`src/common/modarith_pkg.sv`:
```
package modarith_pkg;

	localparam int FIELD_WIDTH = 256;
	localparam int WORD_WIDTH  = 32;
	localparam int WORD_COUNT  = FIELD_WIDTH / WORD_WIDTH;

	typedef logic [FIELD_WIDTH-1:0]   field_t;
	typedef logic [2*FIELD_WIDTH-1:0] wide_t;

	// p = 2^256 - 2^32 - 977
	localparam field_t MODULUS =
		256'hFFFFFFFF_FFFFFFFF_FFFFFFFF_FFFFFFFF_FFFFFFFF_FFFFFFFF_FFFFFFFE_FFFFFC2F;

	// Newton iteration for n^-1 mod 2^256, every pass doubles the correct low bits
	function automatic field_t neg_inverse(input field_t n);
		field_t x;
		x = n; // n*n = 1 mod 8 for odd n
		for (int i = 0; i < 8; i++) begin
			x = x * (field_t'(2) - n * x);
		end
		return field_t'(0) - x;
	endfunction

	localparam field_t MONT_NEG_INV = neg_inverse(MODULUS); // -p^-1 mod 2^256

	typedef enum logic [1:0] {
		OP_MONT_MUL = 2'b00,
		OP_MOD_ADD  = 2'b01,
		OP_MOD_SUB  = 2'b10,
		OP_MUL_LOW  = 2'b11
	} arith_op_t;

	typedef struct packed {
		arith_op_t op;
		field_t    a;
		field_t    b;
	} arith_req_t;

	typedef struct packed {
		field_t x;
		field_t y;
		logic   c_in;
	} add_req_t;

	typedef struct packed {
		logic [FIELD_WIDTH:0] x;
		logic [FIELD_WIDTH:0] y;
	} sub_req_t;

	typedef struct packed {
		field_t a;
		field_t b;
	} mul_req_t;

endpackage

```
`src/arith/carry_select_add.sv`:
```
`timescale 1ns/1ps

module carry_select_add
	import modarith_pkg::*;
(
	input  logic                 clk,
	input  logic                 rst,
	input  logic                 start,
	input  add_req_t             req,
	output logic [FIELD_WIDTH:0] sum,
	output logic                 done
);

	logic [WORD_COUNT-1:0][WORD_WIDTH:0] part_c0; // Slice sums without carry in
	logic [WORD_COUNT-1:0][WORD_WIDTH:0] part_c1; // Slice sums with carry in
	logic                                c_in_q;
	logic                                stage2;
	logic [WORD_COUNT:0]                 carry;
	field_t                              sel_sum;

	// ==================================================
	// Stage 1
	// ==================================================
	always_ff @(posedge clk) begin
		if (start) begin
			for (int i = 0; i < WORD_COUNT; i++) begin
				part_c0[i] <= {1'b0, req.x[i*WORD_WIDTH +: WORD_WIDTH]}
					+ req.y[i*WORD_WIDTH +: WORD_WIDTH];
				part_c1[i] <= {1'b0, req.x[i*WORD_WIDTH +: WORD_WIDTH]}
					+ req.y[i*WORD_WIDTH +: WORD_WIDTH] + 1'b1;
			end
			c_in_q <= req.c_in;
		end
	end

	// Stage 2 ripples slice carries
	always_comb begin
		carry[0] = c_in_q;
		for (int i = 0; i < WORD_COUNT; i++) begin
			sel_sum[i*WORD_WIDTH +: WORD_WIDTH] = carry[i] ? part_c1[i][WORD_WIDTH-1:0]
				: part_c0[i][WORD_WIDTH-1:0];
			carry[i+1] = carry[i] ? part_c1[i][WORD_WIDTH] : part_c0[i][WORD_WIDTH];
		end
	end

	always_ff @(posedge clk) begin
		if (rst) begin
			stage2 <= 1'b0;
			done   <= 1'b0;
		end else begin
			stage2 <= start;
			done   <= stage2;
		end
	end

	always_ff @(posedge clk) begin
		if (stage2) begin
			sum <= {carry[WORD_COUNT], sel_sum};
		end
	end

endmodule

```
`config.mk`:
```
export PLATFORM = sky130hd
export DESIGN_NAME = carry_select_add
export DESIGN_NICKNAME = d
export VERILOG_FILES = /design/src/common/modarith_pkg.sv /design/src/arith/carry_select_add.sv
export SDC_FILE = /design/constraint.sdc
export NUM_CORES = 1
export LEC_CHECK = 0
export BUFFER_PORTS_ARGS = -buffer_cell sky130_fd_sc_hd__buf_2
export CORE_ASPECT_RATIO = 0.8
export CORE_MARGIN = 3
export CORE_UTILIZATION = 30
export CTS_BUF_LIST = sky130_fd_sc_hd__clkbuf_4
export DETAILED_ROUTE_END_ITERATION = 10
export PLACE_DENSITY = 0.53
export SYNTH_ARGS = -nofsm -noshare
export SYNTH_HDL_FRONTEND = slang
export SYNTH_SLANG_ARGS = --single-unit
```
`constraint.sdc`:
```
create_clock -name clk -period 20.3 [get_ports clk]
set_clock_uncertainty 0.2 [all_clocks]
set_input_delay 4.06 -clock clk [delete_from_list [all_inputs] [get_ports clk]]
set_output_delay 4.06 -clock clk [all_outputs]
set_load 0.03 [all_outputs]
```
After elaboration in Yosys (flattened, before gate mapping)
Index checks and enable logic that the tools add are counted.

Input port bits: 516. Register bits after elaboration: 788. Output and inout bits: 258. Logic and storage cells: 52.

Mux-type cells: 16. Add/sub/neg operators: 16.

Operators with widths (number): $add 32x32->33 (8); $add 33x1->33 const B (8); $mux 32 (8); $mux 1 (8).

Longest topological paths before layout
Gate-level depths: netlist of run 1.

Depth after elaboration: 8. Gate-level depth with buffers: 14. Depth with buffers taken out: 14.

Least setup slack after synthesis of run 1
OpenSTA, ideal clock, no wires.

Path type: in2reg. Start point: input port req[65] (netlist bit). End point: register part_c1[95] (netlist bit), data pin. Data arrival time: 7.323 ns. Stages: 12. Path buffers: 0. Slack: 12.510 ns. Cell sequence: ha_1 -> fa_1 -> a211o_1 -> a41oi_1 -> a2bb2oi_1 -> nand2_1 -> xor2_1 -> nand4_1 -> or4_1 -> nor3_1 -> nand3_1 -> xnor2_1.

Cells in the longest elaborated chain, start to end: 2.

RTL lines: from (decl) (line carry_select_add.sv:9) `input add_req_t req,`; $add 32x32->33 (line carry_select_add.sv:30) `+ req.y[i*WORD_WIDTH +: WORD_WIDTH] + 1'b1;`; $add 33x1->33 (line carry_select_add.sv:30); to (signal, indexed assignment) (line carry_select_add.sv:29) `part_c1[i] <= {1'b0, req.x[i*WORD_WIDTH +: WORD_WIDTH]}`; to (decl) (line carry_select_add.sv:15) `logic [WORD_COUNT-1:0][WORD_WIDTH:0] part_c1;`.

No other way between the ends. A chain may end at the register's enable or synchronous reset.

Worst setup path after layout of run 1
Same ends and word-level chain as after synthesis.

==> flow_metrics.py, run 1 <==
metrics = {
    "status": {
        "outcome": "complete, no violations",
    },
    "clocking": {
        "clkSinkCount": 788,
        "root_buffer": "clkbuf_4",
        "clock_latency_ns": 1.13,
        "cts_setup_buffers": 0,
        "cts_resized": 0,
        "htreeDepth": 4,
        "cts_buffers": 214,
        "holdBufCountCts": 0,
        "cts_tree": "yes",
        "clock_path_buffers": 3,
        "path_clk_slew_ns": 0.06,
    },
    "pwr": {
        "switching_share_pct": 32.52,
        "power_frac_seq_pct": 44.5,
        "p_clk_share_pct": 27.9,
        "pwr-share-comb_pct": 27.5,
        "p_switching_w": 0.001608,
        "power.internal_w": 0.003337,
        "irDropWorstVdd_mv": 0.04290,
        "total_leakage_power_nw": 21.70,
        "powerDensity_nw_per_um2": 89.33,
    },
    "yosys": {
        "async_reset_ff_share_pct": 0,
        "synth_xor_area_share_pct": 7.937,
        "synth-compound-area-share_pct": 12.59,
        "ys_types": 87,
        "syn-num-nets": 4821,
        "synth_edf_count": 786,
        "synth_seq_area_share_pct": 50.77,
        "synth_top_family_by_area": "compound AO/OA/AOI/OAI gates",
        "synth_flop_cell": "edfxtp_1",
        "synth_area_um2": 46560,
        "ys_ff_latch": 788,
        "yosysWarnings": 0,
        "syn_inst": 4033,
        "synthAdderAreaFrac_pct": 7.438,
        "syn_avg_cell_area_um2": 11.55,
        "synthMuxAreaShare_pct": 6.930,
        "synth_simple_gate_area_share_pct": 12.40,
    },
    "die": {
        "die_w_um": 446.5,
        "die_h_um": 358.4,
        "core_area_um2": 153300,
        "initial_core_util_pct": 30.38,
        "io_pins": 774,
        "rows": 128,
        "die-area_um2": 160000,
    },
    "drt": {
        "drt-total-wl_um": 148300,
        "num_vias": 36180,
        "wl_per_cell_um": 20.86,
        "drtIter0Drc": 2543,
        "viasPerCell": 5.087,
        "drc": 0,
        "antenna_left": 0,
        "drtPass1Iterations": 7,
    },
    "sta": {
        "setup_viol": 0,
        "worst_pin_slew_ns": 1.138,
        "fmax_mhz": 131.5,
        "rsz0062_at_grt": "false",
        "report.final.hold_viol_count": 0,
        "finalCriticalPeriod_ns": 7.607,
        "slew_viol_final": 0,
        "slew_headroom_pct": 23.34,
        "fin_crit_sh_pct": 37.47,
        "final.setup.tns_ns": 0,
        "layout_setup_ws_ns": 12.69,
    },
    "setup_path": {
        "crit_end": "part_c1[95]",
        "reg2reg_from": "c_in_q",
        "cp.arrival_ns": 8.27,
        "critPathLaunch": "req[65]",
        "crit_path_end_kind": "register",
        "crit_path_start_kind": "input pin",
        "rr_worst_depth": 15,
        "path_class": "in -> reg",
        "worstPathMaxFanout": 5,
        "reg2reg_to": "sum[238]",
        "cp.required_ns": 20.97,
        "reg2reg_slack_ns": 12.99,
    },
    "finish": {
        "design_area_um2": 55350,
        "drive_above_1_share_pct": 28.47,
        "fill_cells": 15310,
        "layout.nets": 5719,
        "syn_to_final_growth_pct": 18.87,
        "most-common-layout-cells": "edfxtp_1 (786), buf_2 (772), clkbuf_4 (308)",
        "layout_commonest_cell": "edfxtp_1",
    },
    "place": {
        "io_buffers": 773,
        "place_ws_ns": 11.50,
        "dp_hpwl_um": 115800,
        "routabilityCongestion": 0.9075,
        "placed_cell_area_um2": 52720,
    },
    "global_routing": {
        "first_global_vias": 35330,
        "antenna_found_initial": 24,
        "grtUsageMet3_pct": 4.155,
        "grt_overflow_total": 0,
        "busiest_layer": "met2",
        "globalRouteMet2Util_pct": 29.88,
        "grtUsageMet1_pct": 22.85,
        "track_usage_pct": 17.86,
        "grt_pass1_wl_um": 217900,
        "grt_max_degree": 114,
    },
    "run": {
        "max_cap_violations": 0,
    },
    "hold_path": {
        "min_path_type": "reg -> reg",
        "hold_start": "part_c1[110]",
    },
}
[through the flow]
| step | total power, W | std cells | utilization [%] | hold WS [ns] |
|---|---|---|---|---|
| finish | 0.004944 | 7112 | 36.11 | 0.3121 |
| global route | 0.005253 | 7108 | 36.11 | 0.3164 |
| CTS | 0.005032 | 7098 | 36.09 | 0.2964 |
| detailed placement | 0.003602 | 6730 | 34.40 | 0.3311 |
| global placement | 0.003591 | 6730 | 34.40 | 0.3250 |
| floorplan | 0.003141 | 4033 | - | 0.3013 |
[flip-flops by register name (all words and copies together) (netlist names)]
| signal | flops |
|---|---|
| c_in_q | 1 |
| sum | 257 |
| part_c1 | 264 |
| stage2 | 1 |
| part_c0 | 264 |
| done | 1 |
[cell usage after synthesis (all sizes together), types with 27 or more instances]
| library cell | n | area share, % |
|---|---|---|
| a31oi | 32 | 0.43 |
| nand3 | 134 | 1.4 |
| or3 | 27 | 0.36 |
| o21a | 40 | 0.64 |
| inv | 125 | 1.0 |
| o211ai | 45 | 0.73 |
| ha | 264 | 7.1 |
| o21bai | 29 | 0.47 |
| a211oi | 37 | 0.60 |
| and2 | 49 | 0.66 |
| nor3 | 92 | 0.99 |
| edfxtp | 786 | 51 |
| xor2 | 155 | 2.9 |
| o21ai | 164 | 1.8 |
| xnor2 | 267 | 5.0 |
| and3 | 51 | 0.69 |
| nor4 | 37 | 0.56 |
| clkbuf | 102 | 0.82 |
| nor2b | 27 | 0.36 |
| mux2 | 260 | 6.3 |
| nor2 | 228 | 1.8 |
| a21oi | 250 | 2.7 |
| a21o | 107 | 1.7 |
| nand4 | 87 | 1.2 |
| nand2 | 295 | 2.4 |
[layer usage]
| metal | part of all wire, % | up-vias | wire (µm) |
|---|---|---|---|
| li1 | - | 17280 | - |
| met1 | 43 | 17520 | 63760 |
| met2 | 48 | 1138 | 71120 |
| met3 | 6.3 | 244 | 9286 |
| met4 | 2.8 | 4 | 4151 |
| met5 | 0.018 | - | 27 |
[worst max-delay path, stage by stage]
cell	delay, ns
buf_2	0.10
ha_1	0.21
fa_1	0.41
a211o_1	0.38
a41oi_1	0.65
a2bb2oi_1	0.41
nand2_1	0.16
xor2_1	0.31
nand4_1	0.19
or4_1	0.66
nor3_1	0.41
nand3_1	0.15
xnor2_1	0.17
[cell families after synthesis]
kind of cell               count (synthesis)
AOI/OAI and AO/OA                        886
muxes                                    282
buffers and inverters                    238
adders and majority gates                272
DFF                                      788
and+or+nand+nor                         1145
xor gates and xnor gates                 422
[power groups by stage]
stage                     clock, W  combinational [W]  sequential [W]
after floorplan                  0           0.000790         0.00235
after global placement           0            0.00136         0.00223
after detailed placement         0            0.00136         0.00224
after CTS                  0.00145            0.00137         0.00221
after global routing       0.00154            0.00149         0.00222
final                      0.00138            0.00136         0.00220
[layout make-up]
type	instances	area, µm²	area share (%)
sequential	788	23650	42.72
tap	2015	2521	4.555
clock buffer	308	2312	4.177
multi-input combinational	3007	22030	39.80
clock inverter	60	281.5	0.5086
timing repair buffer	795	4056	7.328
inverter	125	469.2	0.8477
antenna	14	35.03	0.06329
[worst min path at each step]
stage          cells after the start  slack, ns  endpoint
3_5_place_dp                       1       0.33  sum[134]
3_3_place_gp                       1       0.33  sum[243]
4_1_cts                            1       0.30  sum[107]
6_report                           1       0.31  sum[107]
2_1_floorplan                      1       0.30  sum[253]
5_1_grt                            1       0.32  sum[107]
(Power assumes the default switching activity.)
==> run 2: changes to the inputs <==
Settings changed: PLACE_DENSITY 0.53 to 0.55.
Clock period 20.3 ns to 6.8 ns, I/O delays scaled along.
==> run 2 against run 1 <==
Wire length shrank 2.7%. Clock power grew to 3.1 times the previous value. Sequential share of layout area shrank 0.22 points. Worst hold slack lost 0.064 ns. Register-to-register slack lost 11 ns. Combinational power grew to 3.0 times the previous value. First-iteration DRC count shrank 6.0%. Utilization grew 0.18 points. Non-clock buffer count grew 8. Die area is the same.
==> flow_metrics.py, run 2 (synthesized netlist as in run 1, its figures left out) <==
metrics = {
    "global_routing": {
        "track_usage_pct": 17.33,
        "antenna_found_initial": 18,
        "grt_pass1_wl_um": 212400,
        "grt_overflow_total": 0,
        "first_global_vias": 34540,
        "grt_max_degree": 137,
    },
    "place": {
        "dpl.cell_count": 6737,
        "routabilityCongestion": 0.9200,
        "placed_cell_area_um2": 52830,
        "io_buffers": 773,
        "dp_hpwl_um": 112900,
    },
    "sta": {
        "report.final.hold_viol_count": 0,
        "finalCriticalPeriod_ns": 5.061,
        "slew_headroom_pct": 26.62,
        "worst_pin_slew_ns": 1.091,
        "fin_crit_sh_pct": 74.43,
        "fmax_mhz": 197.6,
        "slew_viol_final": 0,
        "finalHoldWorstSlack_ns": 0.2484,
        "final.setup.tns_ns": 0,
        "rsz0062_at_grt": "false",
        "setup_viol": 0,
    },
    "drt": {
        "num_vias": 35980,
        "drtPass1Iterations": 5,
        "wl_met3_um": 8380,
        "wl_per_cell_um": 20.23,
        "viasPerCell": 5.041,
        "drt-total-wl_um": 144400,
        "drc": 0,
        "drtIter0Drc": 2390,
        "antenna_left": 0,
        "dr_wl_met2_um": 69870,
        "top_layer": "met5",
        "wl_met1_um": 62870,
    },
    "die": {
        "io_pins": 774,
        "die_h_um": 358.4,
        "die_w_um": 446.5,
        "initial_core_util_pct": 30.38,
        "die-area_um2": 160000,
        "rows": 128,
        "core_area_um2": 153300,
    },
    "setup_path": {
        "cp.arrival_ns": 5.68,
        "path_class": "in -> reg",
        "crit_path_end_kind": "register",
        "critPathLaunch": "req[65]",
        "rr_worst_depth": 9,
        "cpPeakStageDelay_ns": 0.72,
        "reg2reg_from": "c_in_q",
        "cp.required_ns": 7.42,
        "reg2reg_to": "sum[231]",
        "reg2reg_slack_ns": 1.91,
        "crit_slowest_cell": "a41oi_1",
        "crit_end": "part_c1[95]",
        "crit_path_start_kind": "input pin",
        "worstPathMaxFanout": 5,
        "cp_cell_sequence": "buf_2 > ha_1 > fa_1 > a211o_1 > a41oi_1 > a2bb2oi_1 > nand2_1 > xor2_1 > nand4_1 > or4_1 > nor3_1 > nand3_1 > xnor2_1",
    },
    "clocking": {
        "htreeDepth": 4,
        "path_clk_slew_ns": 0.06,
        "cts_tree": "yes",
        "cts_buffers": 215,
        "clock_latency_ns": 1.14,
        "clock_path_buffers": 3,
        "clkSinkCount": 788,
        "cts_setup_buffers": 0,
        "root_buffer": "clkbuf_4",
    },
    "run": {
        "max_cap_violations": 0,
    },
    "pwr": {
        "power_w": 0.01491,
        "irDropWorstVdd_mv": 0.1442,
        "total_leakage_power_nw": 21.81,
        "powerDensity_nw_per_um2": 268.0,
    },
    "hold_path": {
        "min_path_type": "in -> reg",
        "hold_depth": 1,
    },
    "finish": {
        "design_area_um2": 55630,
        "syn_to_final_growth_pct": 19.47,
        "layout_commonest_cell": "edfxtp_1",
        "layout.nets": 5728,
        "layout.cells.non_filler": 7137,
        "most-common-layout-cells": "edfxtp_1 (786), buf_2 (772), clkbuf_4 (300)",
        "reg_top3": "part_c0: 264 flops, part_c1: 264 flops, sum: 257 flops",
        "fill_cells": 15290,
        "drive_above_1_share_pct": 28.35,
    },
    "status": {
        "outcome": "complete, no violations",
    },
}
## run 2: cell types whose count changed in the layout (fill, tap and decap cells not counted), sizes merged
cell,before,now
clkinv,53,70
clkbuf,308,300
dlygate4sd3,0,1
inv,129,128
diode,14,18
bufinv,0,5
buf,795,802
## run 2: how the worst min path moves through the flow
| stage | slack [ns] | start | end |
|---|---|---|---|
| floorplan | 0.30 | part_c1[260] | sum[253] |
| global placement | 0.33 | part_c1[260] | sum[253] |
| detailed placement | 0.32 | part_c1[260] | sum[253] |
| CTS | 0.04 | req[0] | c_in_q |
| global route | 0.02 | req[0] | c_in_q |
| finish | 0.25 | req[0] | c_in_q |
## run 2: area by class of cell
class	count	area, µm²	area share (%)
Antenna cell	18	45.04	0.08097
Clock buffer	300	2252	4.048
Clock inverter	81	499.2	0.8974
Inverter	125	469.2	0.8434
Multi-Input combinational cell	3007	22030	39.60
Sequential cell	788	23650	42.50
Tap cell	2015	2521	4.532
Timing Repair Buffer	803	4169	7.494
## run 2: per-stage QoR
step / utilization [%] / setup slack [ns]
2_1_floorplan: - / 0.03930
3_3_place_gp: 34.47 / 0.6864
3_5_place_dp: 34.47 / 0.5504
4_1_cts: 36.27 / 1.464
5_1_grt: 36.29 / 1.531
6_report: 36.30 / 1.739
## run 2: where the power goes
| part | leakage [nW] | internal (W) | total [W] | switching, W |
|---|---|---|---|---|
| clock | 1.62 | 0.00223 | 0.00430 | 0.00207 |
| combinational | 12.6 | 0.00152 | 0.00404 | 0.00252 |
| sequential | 7.61 | 0.00637 | 0.00657 | 0.000197 |
| total | 21.8 | 0.0101 | 0.0149 | 0.00479 |
## run 2: timing repair
action                                 CTS  global route
gates resized for setup                  0             0
hold buffers                             1             0
endpoints found under the hold margin    2             0
## run 2: critical path: cells and delay by family
| family | cells | cell delay, ns |
|---|---|---|
| AND/OR/NAND/NOR | 5 | 1.63 |
| AO/OA/AOI/OAI | 3 | 1.42 |
| adder cells (fa/ha/maj) | 2 | 0.68 |
| XOR/XNOR | 2 | 0.49 |
| buffers and inverters | 1 | 0.10 |
## run 2: layer usage
metal / up-vias / track usage (%)
li1: 17340 / -
met1: 17320 / 22.69
met2: 1094 / 28.87
met3: 217 / 3.572
met4: 6 / 5.188
met5: - / 0
