`src/common/modarith_pkg.sv`:
```
package modarith_pkg;

	localparam int FIELD_WIDTH = 256;
	localparam int WORD_WIDTH  = 32;
	localparam int WORD_COUNT  = FIELD_WIDTH / WORD_WIDTH;

	typedef logic [FIELD_WIDTH-1:0]   field_t;
	typedef logic [2*FIELD_WIDTH-1:0] wide_t;

	// p = 2^256 - 2^32 - 977
	localparam field_t MODULUS =
		256'hFFFFFFFF_FFFFFFFF_FFFFFFFF_FFFFFFFF_FFFFFFFF_FFFFFFFF_FFFFFFFE_FFFFFC2F;

	// Newton iteration for n^-1 mod 2^256, every pass doubles the correct low bits
	function automatic field_t neg_inverse(input field_t n);
		field_t x;
		x = n; // n*n = 1 mod 8 for odd n
		for (int i = 0; i < 8; i++) begin
			x = x * (field_t'(2) - n * x);
		end
		return field_t'(0) - x;
	endfunction

	localparam field_t MONT_NEG_INV = neg_inverse(MODULUS); // -p^-1 mod 2^256

	typedef enum logic [1:0] {
		OP_MONT_MUL = 2'b00,
		OP_MOD_ADD  = 2'b01,
		OP_MOD_SUB  = 2'b10,
		OP_MUL_LOW  = 2'b11
	} arith_op_t;

	typedef struct packed {
		arith_op_t op;
		field_t    a;
		field_t    b;
	} arith_req_t;

	typedef struct packed {
		field_t x;
		field_t y;
		logic   c_in;
	} add_req_t;

	typedef struct packed {
		logic [FIELD_WIDTH:0] x;
		logic [FIELD_WIDTH:0] y;
	} sub_req_t;

	typedef struct packed {
		field_t a;
		field_t b;
	} mul_req_t;

endpackage

```
`src/arith/borrow_sub.sv`:
```
`timescale 1ns/1ps

module borrow_sub
	import modarith_pkg::*;
(
	input  logic     clk,
	input  logic     rst,
	input  logic     start,
	input  sub_req_t req,
	output field_t   diff,
	output logic     borrow,
	output logic     done
);

	logic [WORD_COUNT-1:0][WORD_WIDTH-1:0] diff_b0; // No borrow in
	logic [WORD_COUNT-1:0][WORD_WIDTH-1:0] diff_b1; // Borrow in
	logic [WORD_COUNT:0]                   brw_b0;  // Top entry is bit FIELD_WIDTH
	logic [WORD_COUNT:0]                   brw_b1;
	logic [WORD_COUNT+1:0]                 chain;
	field_t                                sel_diff;
	logic                                  stage2;

	// ==================================================
	// Stage 1
	// ==================================================
	always_ff @(posedge clk) begin
		if (start) begin
			for (int i = 0; i < WORD_COUNT; i++) begin
				{brw_b0[i], diff_b0[i]} <= {1'b0, req.x[i*WORD_WIDTH +: WORD_WIDTH]}
					- {1'b0, req.y[i*WORD_WIDTH +: WORD_WIDTH]};
				{brw_b1[i], diff_b1[i]} <= {1'b0, req.x[i*WORD_WIDTH +: WORD_WIDTH]}
					- {1'b0, req.y[i*WORD_WIDTH +: WORD_WIDTH]} - 1'b1;
			end
			brw_b0[WORD_COUNT] <= ~req.x[FIELD_WIDTH] & req.y[FIELD_WIDTH];
			brw_b1[WORD_COUNT] <= ~req.x[FIELD_WIDTH] | req.y[FIELD_WIDTH];
		end
	end

	always_comb begin
		chain[0] = 1'b0;
		for (int i = 0; i < WORD_COUNT; i++) begin
			sel_diff[i*WORD_WIDTH +: WORD_WIDTH] = chain[i] ? diff_b1[i] : diff_b0[i];
			chain[i+1] = chain[i] ? brw_b1[i] : brw_b0[i];
		end
		chain[WORD_COUNT+1] = chain[WORD_COUNT] ? brw_b1[WORD_COUNT] : brw_b0[WORD_COUNT];
	end

	always_ff @(posedge clk) begin
		if (rst) begin
			stage2 <= 1'b0;
			done   <= 1'b0;
		end else begin
			stage2 <= start;
			done   <= stage2;
		end
	end

	always_ff @(posedge clk) begin
		if (stage2) begin
			diff   <= sel_diff;
			borrow <= chain[WORD_COUNT+1]; // Borrow out of the full 257-bit difference
		end
	end

endmodule

```
`config.mk`:
```
export PLATFORM = sky130hd
export DESIGN_NAME = borrow_sub
export DESIGN_NICKNAME = d
export VERILOG_FILES = /design/src/common/modarith_pkg.sv /design/src/arith/borrow_sub.sv
export SDC_FILE = /design/constraint.sdc
export NUM_CORES = 1
export LEC_CHECK = 0
export ABC_AREA = 1
export BUFFER_PORTS_ARGS = -buffer_cell sky130_fd_sc_hd__buf_2
export CAP_MARGIN = 20
export CORE_ASPECT_RATIO = 1.1
export CORE_MARGIN = 1
export CORE_UTILIZATION = 56
export CTS_CLUSTER_SIZE = 16
export DETAILED_ROUTE_END_ITERATION = 16
export PLACE_DENSITY = 0.86
export SYNTH_ARGS = -nofsm -noshare
export SYNTH_HDL_FRONTEND = slang
export SYNTH_SLANG_ARGS = --single-unit
```
`constraint.sdc`:
```
create_clock -name clk -period 11.85 [get_ports clk]
set_input_delay 1.7775 -clock clk [delete_from_list [all_inputs] [get_ports clk]]
set_output_delay 1.7775 -clock clk [all_outputs]
set_load 0.01 [all_outputs]
```
---- Word level (Yosys, flattened, before mapping) ----
Index checks and enable logic that the tools add are counted.
word-level totals
  bits in registers ....................... 757
  output and inout bits ................... 258
  word-level logic and storage cells ...... 55
operators by class
  add/sub/neg operators ................... 16
  muxes and demuxes ....................... 15
  bitwise logic cells ..................... 3
operator list
  cell                     number
  $sub A32 B32 Y33         8
  $sub A33 B1 Y33 const B  8
  $mux W32                 7
  $mux W1                  8
  $and A1 B1 Y1            1
  $not A1 Y1               1
  $or A1 B1 Y1             1

---- Depth between registers and ports, before layout ----
Gate-level depths: netlist (run 1).
  depth in word-level cells ............... 8
  mapped depth ............................ 22
  depth with buffers taken out ............ 21

---- Worst setup path after synthesis (run 1) ----
No wires, ideal clock.
  path type ............................... register to register
  start ................................... reg stage2
  end ..................................... reg borrow (enable)
  arrival time ............................ 5.922 ns
  path slack .............................. 5.284 ns
  stages on the path, launching flop included .. 1
  path buffers ............................ 0
  clock period less this slack ............ 6.566 ns
  path through ............................ dfxtp_1
RTL lines
  what                    line              source
  start, declared         borrow_sub.sv:21  logic stage2;
  start signal, assigned  borrow_sub.sv:53  stage2 <= start;
  end signal, assigned    borrow_sub.sv:61  borrow <= chain[WORD_COUNT+1];
  end, declared           borrow_sub.sv:11  output logic borrow,
No word-level cell between the ends.

---- Worst setup path in the final report (run 1) ----
  start ................................... reg brw_b0[0]
  end ..................................... reg borrow (data pin)
between the ends
  word-level cells in the longest chain between the ends .. 8
RTL lines
  what                             line              source
  start, declared                  borrow_sub.sv:17  logic [WORD_COUNT:0] brw_b0;
  start signal, assigned by index  borrow_sub.sv:29  {brw_b0[i], diff_b0[i]} <= {1'b0, req.x[i*WORD_WIDTH +: WORD_WIDTH]}
  start signal, assigned by index  borrow_sub.sv:34  brw_b0[WORD_COUNT] <= ~req.x[FIELD_WIDTH] & req.y[FIELD_WIDTH];
  $mux W1 (7 in series)            borrow_sub.sv:43  chain[i+1] = chain[i] ? brw_b1[i] : brw_b0[i];
  $mux W1                          borrow_sub.sv:45  chain[WORD_COUNT+1] = chain[WORD_COUNT] ? brw_b1[WORD_COUNT] : brw_b0[WORD_COUNT];
  named net chain[9]               borrow_sub.sv:19  logic [WORD_COUNT+1:0] chain;
The timed path passes the listed nets, and every way through them passes these cells.
A chain may end at the register's enable or synchronous reset.

==> results of run 1 <==
[Yosys cell counts, types with 21 or more instances]
master,n
a21oi_1,157
nor3_1,50
clkbuf_1,21
xnor2_1,42
ha_1,263
edfxtp_1,754
nor2_1,634
inv_1,1551
nand2_1,2966
and2_1,38
nand3_1,476
o21ai_0,48
nand2_2,25
mux2_2,64
nor2_2,30
nand4_1,140
xor2_1,125
nand3b_1,28
[worst max-delay path by stage]
stage | startpoint | cells past startpoint | end
2_1_floorplan | stage2 | 0 | borrow
3_3_place_gp | brw_b0[0] | 16 | borrow
3_5_place_dp | brw_b0[0] | 16 | borrow
4_1_cts | brw_b0[0] | 16 | borrow
5_1_grt | brw_b0[0] | 16 | borrow
6_report | brw_b0[0] | 16 | borrow
[state kept, by name (all words and copies together), names as in the netlist]
signal,flops
brw_b0,9
diff_b1,224
diff,256
done,1
borrow,1
stage2,1
diff_b0,256
brw_b1,8
[power by group through the flow]
| stage | logic (uW) | registers [uW] | clock network (uW) |
|---|---|---|---|
| global placement | 2360 | 3660 | 0 |
| finish | 2460 | 3620 | 2430 |
| CTS | 2430 | 3620 | 2450 |
| floorplan | 1520 | 3680 | 0 |
| global route | 2720 | 3650 | 2540 |
| detailed placement | 2410 | 3670 | 0 |
[kinds of logic (layout without fill, tap and decap cells)]
kind of cell | after synthesis | count (layout) | share of synthesized area (%)
DFF | 756 | 756 | 42.0
and+or+nand+nor | 4430 | 4430 | 33.7
AOI/OAI and AO/OA | 254 | 254 | 2.58
other | 0 | 12 | 0
xor gates and xnor gates | 173 | 173 | 2.89
adders and majority gates | 271 | 271 | 6.39
buffers and inverters | 1600 | 2481 | 11.2
muxes | 64 | 64 | 1.33
[per-layer routing]
| metal | wire length [um] | track usage, % |
|---|---|---|
| met5 | 93 | 0 |
| met4 | 11100 | 19.9 |
| met3 | 12900 | 4.62 |
| met2 | 82800 | 60.3 |
| met1 | 68400 | 43.2 |
[per-stage QoR]
stage / setup WS [ns] / cell area [sq um] / std cells / total power (uW)
2_1_floorplan: 5.28 / 54000 / 7548 / 5200
3_3_place_gp: 6.15 / 59400 / 9558 / 6010
3_5_place_dp: 5.97 / 59400 / 9558 / 6080
4_1_cts: 5.89 / 61900 / 9699 / 8500
5_1_grt: 5.42 / 61900 / 9707 / 8910
6_report: 5.94 / 62000 / 9711 / 8510
[area by class of cell]
class / count / area share (%)
Clock inverter: 47 / 0.784
Timing Repair Buffer: 781 / 6.41
Sequential cell: 756 / 36.6
Tap cell: 1270 / 2.56
Inverter: 1559 / 9.45
Antenna cell: 12 / 0.0485
Multi-Input combinational cell: 5192 / 40.9
Clock buffer: 94 / 3.25
==> summary.md, run 1 <==
| Metric | Value |
|---|---|
| Slew of the pin with the lowest slew margin | `~1.0 ns` |
| Worst reg2reg path endpoint | `borrow` |
| Arr. time, crit path | `around 6.3 ns` |
| Largest stage delay on the critical path | `0.65 ns` |
| Vias in the first global route | `a little under 50000` |
| Port Buf Inserts | `between 700 and 800` |
| YS warnings | `0` |
| Post-synth top flop | `edfxtp_1` |
| Synth top area share | `about two fifths` |
| Fill cells | `between 8000 and 9000` |
| Internal power | `roughly 5600 uW` |
| Most frequent cells in the layout | `2966 x nand2_1, 1551 x inv_1, 773 x buf_2, 754 x edfxtp_1, 634 x nor2_1` |
| Total number of vias | `50900` |
| P&R area growth vs syn | `14.6%` |
| Post-CTS Setup Bufs | `0` |
| Worst EP required | `between 10 and 15 ns` |
| Post-Syn Nets | `between 8000 and 9000` |
| Leading cell type in the layout, fill and taps excluded | `nand2_1` |
| Clock Power Share | `between 20% and 30%` |
| Final net count | `just over 9000` |
| CP bufs+invs | `1` |
| Net Sw Frac | `34.2%` |
| Register share of total power | `42.6%` |
| Sequential fraction of the synthesis area | `42.0%` |
| Slowest cell on crit path | `nor2_4` |
| Hold path startpoint | `diff_b0[4]` |
| Wirelength per Cell | `between 15 and 20 um` |
| DIE AREA | `97800 sq um` |
| Logic pwr share | `between 20 and 30%` |
| Worst-path fanout max | `35` |
| Worst Skew | `~0.030 ns` |
| Cts hold-fix bufs | `0` |
| WL final | `175000 um` |
| Leak pwr | `roughly 0.033 uW` |
| Final cycle utilization of the critical path | `49.9%` |
| Worst setup SP type | `flop` |
| CTS root buf | `clkbuf_16` |
| DRT Pass-1 Iters | `6` |
| Setup TNS | `0 ns` |
| CTS Sinks | `between 700 and 800` |
| WHS | `around 0.42 ns` |
| GR Overflow Total | `0` |
| Largest cells by area after synthesis | `edfxtp_1 42%, nand2_1 21%, inv_1 11%, ha_1 6.1%, nand3_1 4.4%` |
| Worst Hold Path Cells | `0` |
| RSZ-0062 raised after global routing | `no` |
| R2R setup slack | `5.94 ns` |
| Clock buffer count from CTS | `77` |
| Initial DRC count | `between 4000 and 5000` |
| Crit path max-delay family | `simple AND/OR/NAND/NOR gates` |
| Tmin final | `approximately 5.9 ns` |
| Leading area contributor after synthesis | `edfxtp_1` |
| Initial Util | `56.5%` |
| CTS resizes | `0` |
| Worst hold path class | `flop to flop` |
| Endpoint class of the critical path | `flop` |
| HPWL Detailed | `between 100000 and 150000 um` |
| Cell area power density | `between 100 and 150 nW/um^2` |
| R2R cell count | `16` |
| Reg area | `22700 sq um` |
| Synthesized area per cell | `7.16 sq um` |
| Clock Pin Slew Worst Setup and Hold Paths | `about 0.07 ns` |
| Max-Cap Viols | `0` |
| DRT antenna net count | `0` |
| Multi-input logic area | `~25000 sq um` |
| Synth cell types | `just under 50` |
| Async SR Flop Fraction | `0%` |
| Clk_lat worst skew | `0.66 ns` |
| Final GP Congestion | `1.01` |
| First-pass GRT wire length | `roughly 270000 um` |
| WHS Endpoint | `diff[4]` |
| Max VDD drop | `0.105 mV` |
| Die W | `298 um` |
| Top Ports | `around 780` |
| Row cnt | `~120` |
| Net Switching | `about 2900 uW` |
| Worst-path cell chain | `buf_4 > nor2_1 > nor2_4 > nand2_1 > nand2_2 > nand2_1 > nand2_2 > nand2_1 > nand2_2 > nand2_2 > nand2_4 > nand2_4 > nand2_4 > nand2_1 > o21ai_1 > o21ai_1` |
| Crit Path Category | `flop to flop` |
| Yosys reg bits | `756` |
| Residual DRC | `0` |
| Initial antenna violation count | `21` |
| Final setup viols | `0` |
| RR Startpoint | `brw_b0[0]` |
| Max Root-Sink Buffers | `3` |
| Area of the core | `approximately 96000 sq um` |
| Fmax | `169 MHz` |
| Util after Layout | `64.7%` |
| Relative slew slack | `between 30% and 40%` |
| CTS tree | `yes` |
| Slew Limit Fails | `0` |
| Fin. Hold Viols | `0` |
| Total GRT Usage | `35.3%` |
| EDFF count, synth | `between 700 and 800` |
| Chip height | `roughly 330 um` |
| Cells after Synth | `7548` |
| Vias per std cell | `5.25` |
| CTS H-tree depth | `3` |
| Pin count of the biggest net entering global routing | `between 150 and 200` |
| Synth Cell Area | `54000 sq um` |
| Status | `completed` |
| Share of cells above drive strength 1 | `roughly 13%` |
Note: power is estimated with default switching activity, not from simulation.
==> inputs of run 2 (changes only) <==
--- a/config.mk
+++ b/config.mk
@@ -10,7 +10,7 @@
 export CAP_MARGIN = 20
 export CORE_ASPECT_RATIO = 1.1
 export CORE_MARGIN = 1
-export CORE_UTILIZATION = 56
+export CORE_UTILIZATION = 53
 export CTS_CLUSTER_SIZE = 16
 export DETAILED_ROUTE_END_ITERATION = 16
 export PLACE_DENSITY = 0.86
==> constraint.sdc (replaced) <==
create_clock -name clk -period 4.9 [get_ports clk]
set_input_delay 0.735 -clock clk [delete_from_list [all_inputs] [get_ports clk]]
set_output_delay 0.735 -clock clk [all_outputs]
set_load 0.01 [all_outputs]
==> summary.md, run 2 (same netlist as run 1, synthesis figures left out) <==
| Metric | Value |
|---|---|
| Status | `completed` |
| Fin. Hold Viols | `0` |
| WL final | `roughly 170000 um` |
| Max Root-Sink Buffers | `3` |
| CTS Sinks | `756` |
| DIE AREA | `just over 100000 sq um` |
| CTS tree | `yes` |
| Vias in the first global route | `~48000` |
| Port Buf Inserts | `774` |
| Die W | `just over 300 um` |
| Worst Hold Path Cells | `2` |
| Fmax | `roughly 260 MHz` |
| Worst-path fanout max | `34` |
| Setup TNS | `0 ns` |
| Crit Path Category | `flop to flop` |
| Clock Pin Slew Worst Setup and Hold Paths | `~0.07 ns` |
| Initial antenna violation count | `24` |
| Tmin final | `between 3 and 4 ns` |
| Final net count | `between 9000 and 10000` |
| Post-CTS Setup Bufs | `0` |
| HPWL Detailed | `144000 um` |
| Final setup viols | `0` |
| Final GP Congestion | `~1.1` |
| Residual DRC | `0` |
| Initial DRC count | `around 4500` |
| Slowest cell on crit path | `edfxtp_1` |
| Worst EP required | `between 5 and 6 ns` |
| Worst setup SP type | `flop` |
| Top Ports | `between 700 and 800` |
| Max-Cap Viols | `0` |
| Row cnt | `between 100 and 150` |
| Wirelength per Cell | `roughly 18 um` |
| Total number of vias | `between 50000 and 60000` |
| Final cycle utilization of the critical path | `between 70 and 80%` |
| DRT antenna net count | `0` |
| CTS root buf | `clkbuf_16` |
| Worst hold path class | `input port to flop` |
| R2R cell count | `17` |
| Cts hold-fix bufs | `0` |
| Total GRT Usage | `approximately 33%` |
| Arr. time, crit path | `between 4 and 5 ns` |
| Share of cells above drive strength 1 | `between 10% and 20%` |
| Worst Skew | `0.0562 ns` |
| R2R setup slack | `around 1.1 ns` |
| Worst-path cell chain | `nand2_4 > inv_2 > nor2_4 > buf_4 > nand2_1 > nand2_2 > nand2_1 > o21ai_2 > nand2_1 > nand2_2 > nand2_2 > nand2_4 > nand2_4 > nand2_4 > nand2_1 > o21ai_1 > o21ai_1` |
| First-pass GRT wire length | `around 260000 um` |
| Initial Util | `a little over half` |
| RSZ-0062 raised after global routing | `no` |
| Largest stage delay on the critical path | `approximately 0.50 ns` |
| Final Power | `20900 uW` |
| Slew of the pin with the lowest slew margin | `between 0.8 and 0.9 ns` |
| CTS H-tree depth | `3` |
| Leading cell type in the layout, fill and taps excluded | `nand2_1` |
| Clock buffer count from CTS | `78` |
| Chip height | `between 300 and 400 um` |
| Leak pwr | `approximately 0.033 uW` |
| Cell area power density | `between 300 and 400 nW/um^2` |
| Max VDD drop | `between 0.2 and 0.3 mV` |
| DRT Pass-1 Iters | `6` |
| Most frequent cells in the layout | `2966 x nand2_1, 1551 x inv_1, 773 x buf_2, 754 x edfxtp_1, 634 x nor2_1` |
| GR Overflow Total | `0` |
| Relative slew slack | `46.2%` |
| Area of the core | `~100000 sq um` |
| P&R area growth vs syn | `15.4%` |
| CTS resizes | `0` |
| Endpoint class of the critical path | `flop` |
| Vias per std cell | `just over 5` |
| Clk_lat worst skew | `approximately 0.66 ns` |
| Slew Limit Fails | `0` |
| Pin count of the biggest net entering global routing | `108` |
run 2: cell count changes in the layout (fill, tap and decap cells not counted), moves of 2 or more:
cell / before / now
buf_4: 4 / 16
clkinv_4: 2 / 8
clkbuf_1: 16 / 7
inv_16: 0 / 2
bufinv_16: 6 / 8
diode_2: 12 / 16
clkinv_8: 4 / 2
inv_6: 3 / 5
buf_12: 3 / 5
run 2: final cells by class:
type / count / area, sq um
flip-flops and latches: 756 / 22700
fillers: 9097 / 38500
multi-input cells: 5192 / 25300
inverters: 1559 / 5850
clock buffers: 86 / 2000
diodes: 16 / 40.0
repair buffers: 795 / 4100
well taps: 1364 / 1710
clock inverters: 57 / 653
run 2: report_power, final:
part           internal (uW)  total [uW]  switching (uW)  leakage, uW
sequential              8390        8720             326      0.00724
clock                   3450        6170            2710      0.00128
combinational           1880        5980            4100       0.0246
run 2: worst paths after layout:
kind          startpoint       end
max            brw_b0[0]    borrow
min                  rst    stage2
max reg2reg    brw_b0[0]    borrow
min reg2reg  diff_b0[19]  diff[19]
run 2: stage by stage:
step / hold WS (ns) / instances / setup WS [ns] / util, % / instance area [sq um]
after global placement: 0.401 / 9666 / 1.21 / 59.1 / 59700
after floorplan: 0.400 / 7548 / 1.11 / - / 54000
after CTS: 0.226 / 9809 / 1.13 / 61.8 / 62300
after detailed placement: 0.405 / 9666 / 1.12 / 59.1 / 59700
final: 0.258 / 9825 / 1.10 / 61.8 / 62400
after global routing: 0.244 / 9820 / 0.846 / 61.8 / 62400
run 2: routing by layer:
layer  up-vias  track usage [%]  share of wire, %
li1      25200                -                 -
met5         -                0             0.060
met3       471             5.90               7.9
met2      2171             56.4                47
met1     23200             39.8                39
met4        16             17.1               5.4
run 2: worst max-delay path, delay by kind of cell, from the launching register on:
family                 cells  cell delay [ns]
flip-flops                 1             0.50
buffers and inverters      2             0.38
AO/OA/AOI/OAI              3             0.39
AND/OR/NAND/NOR           12             2.16
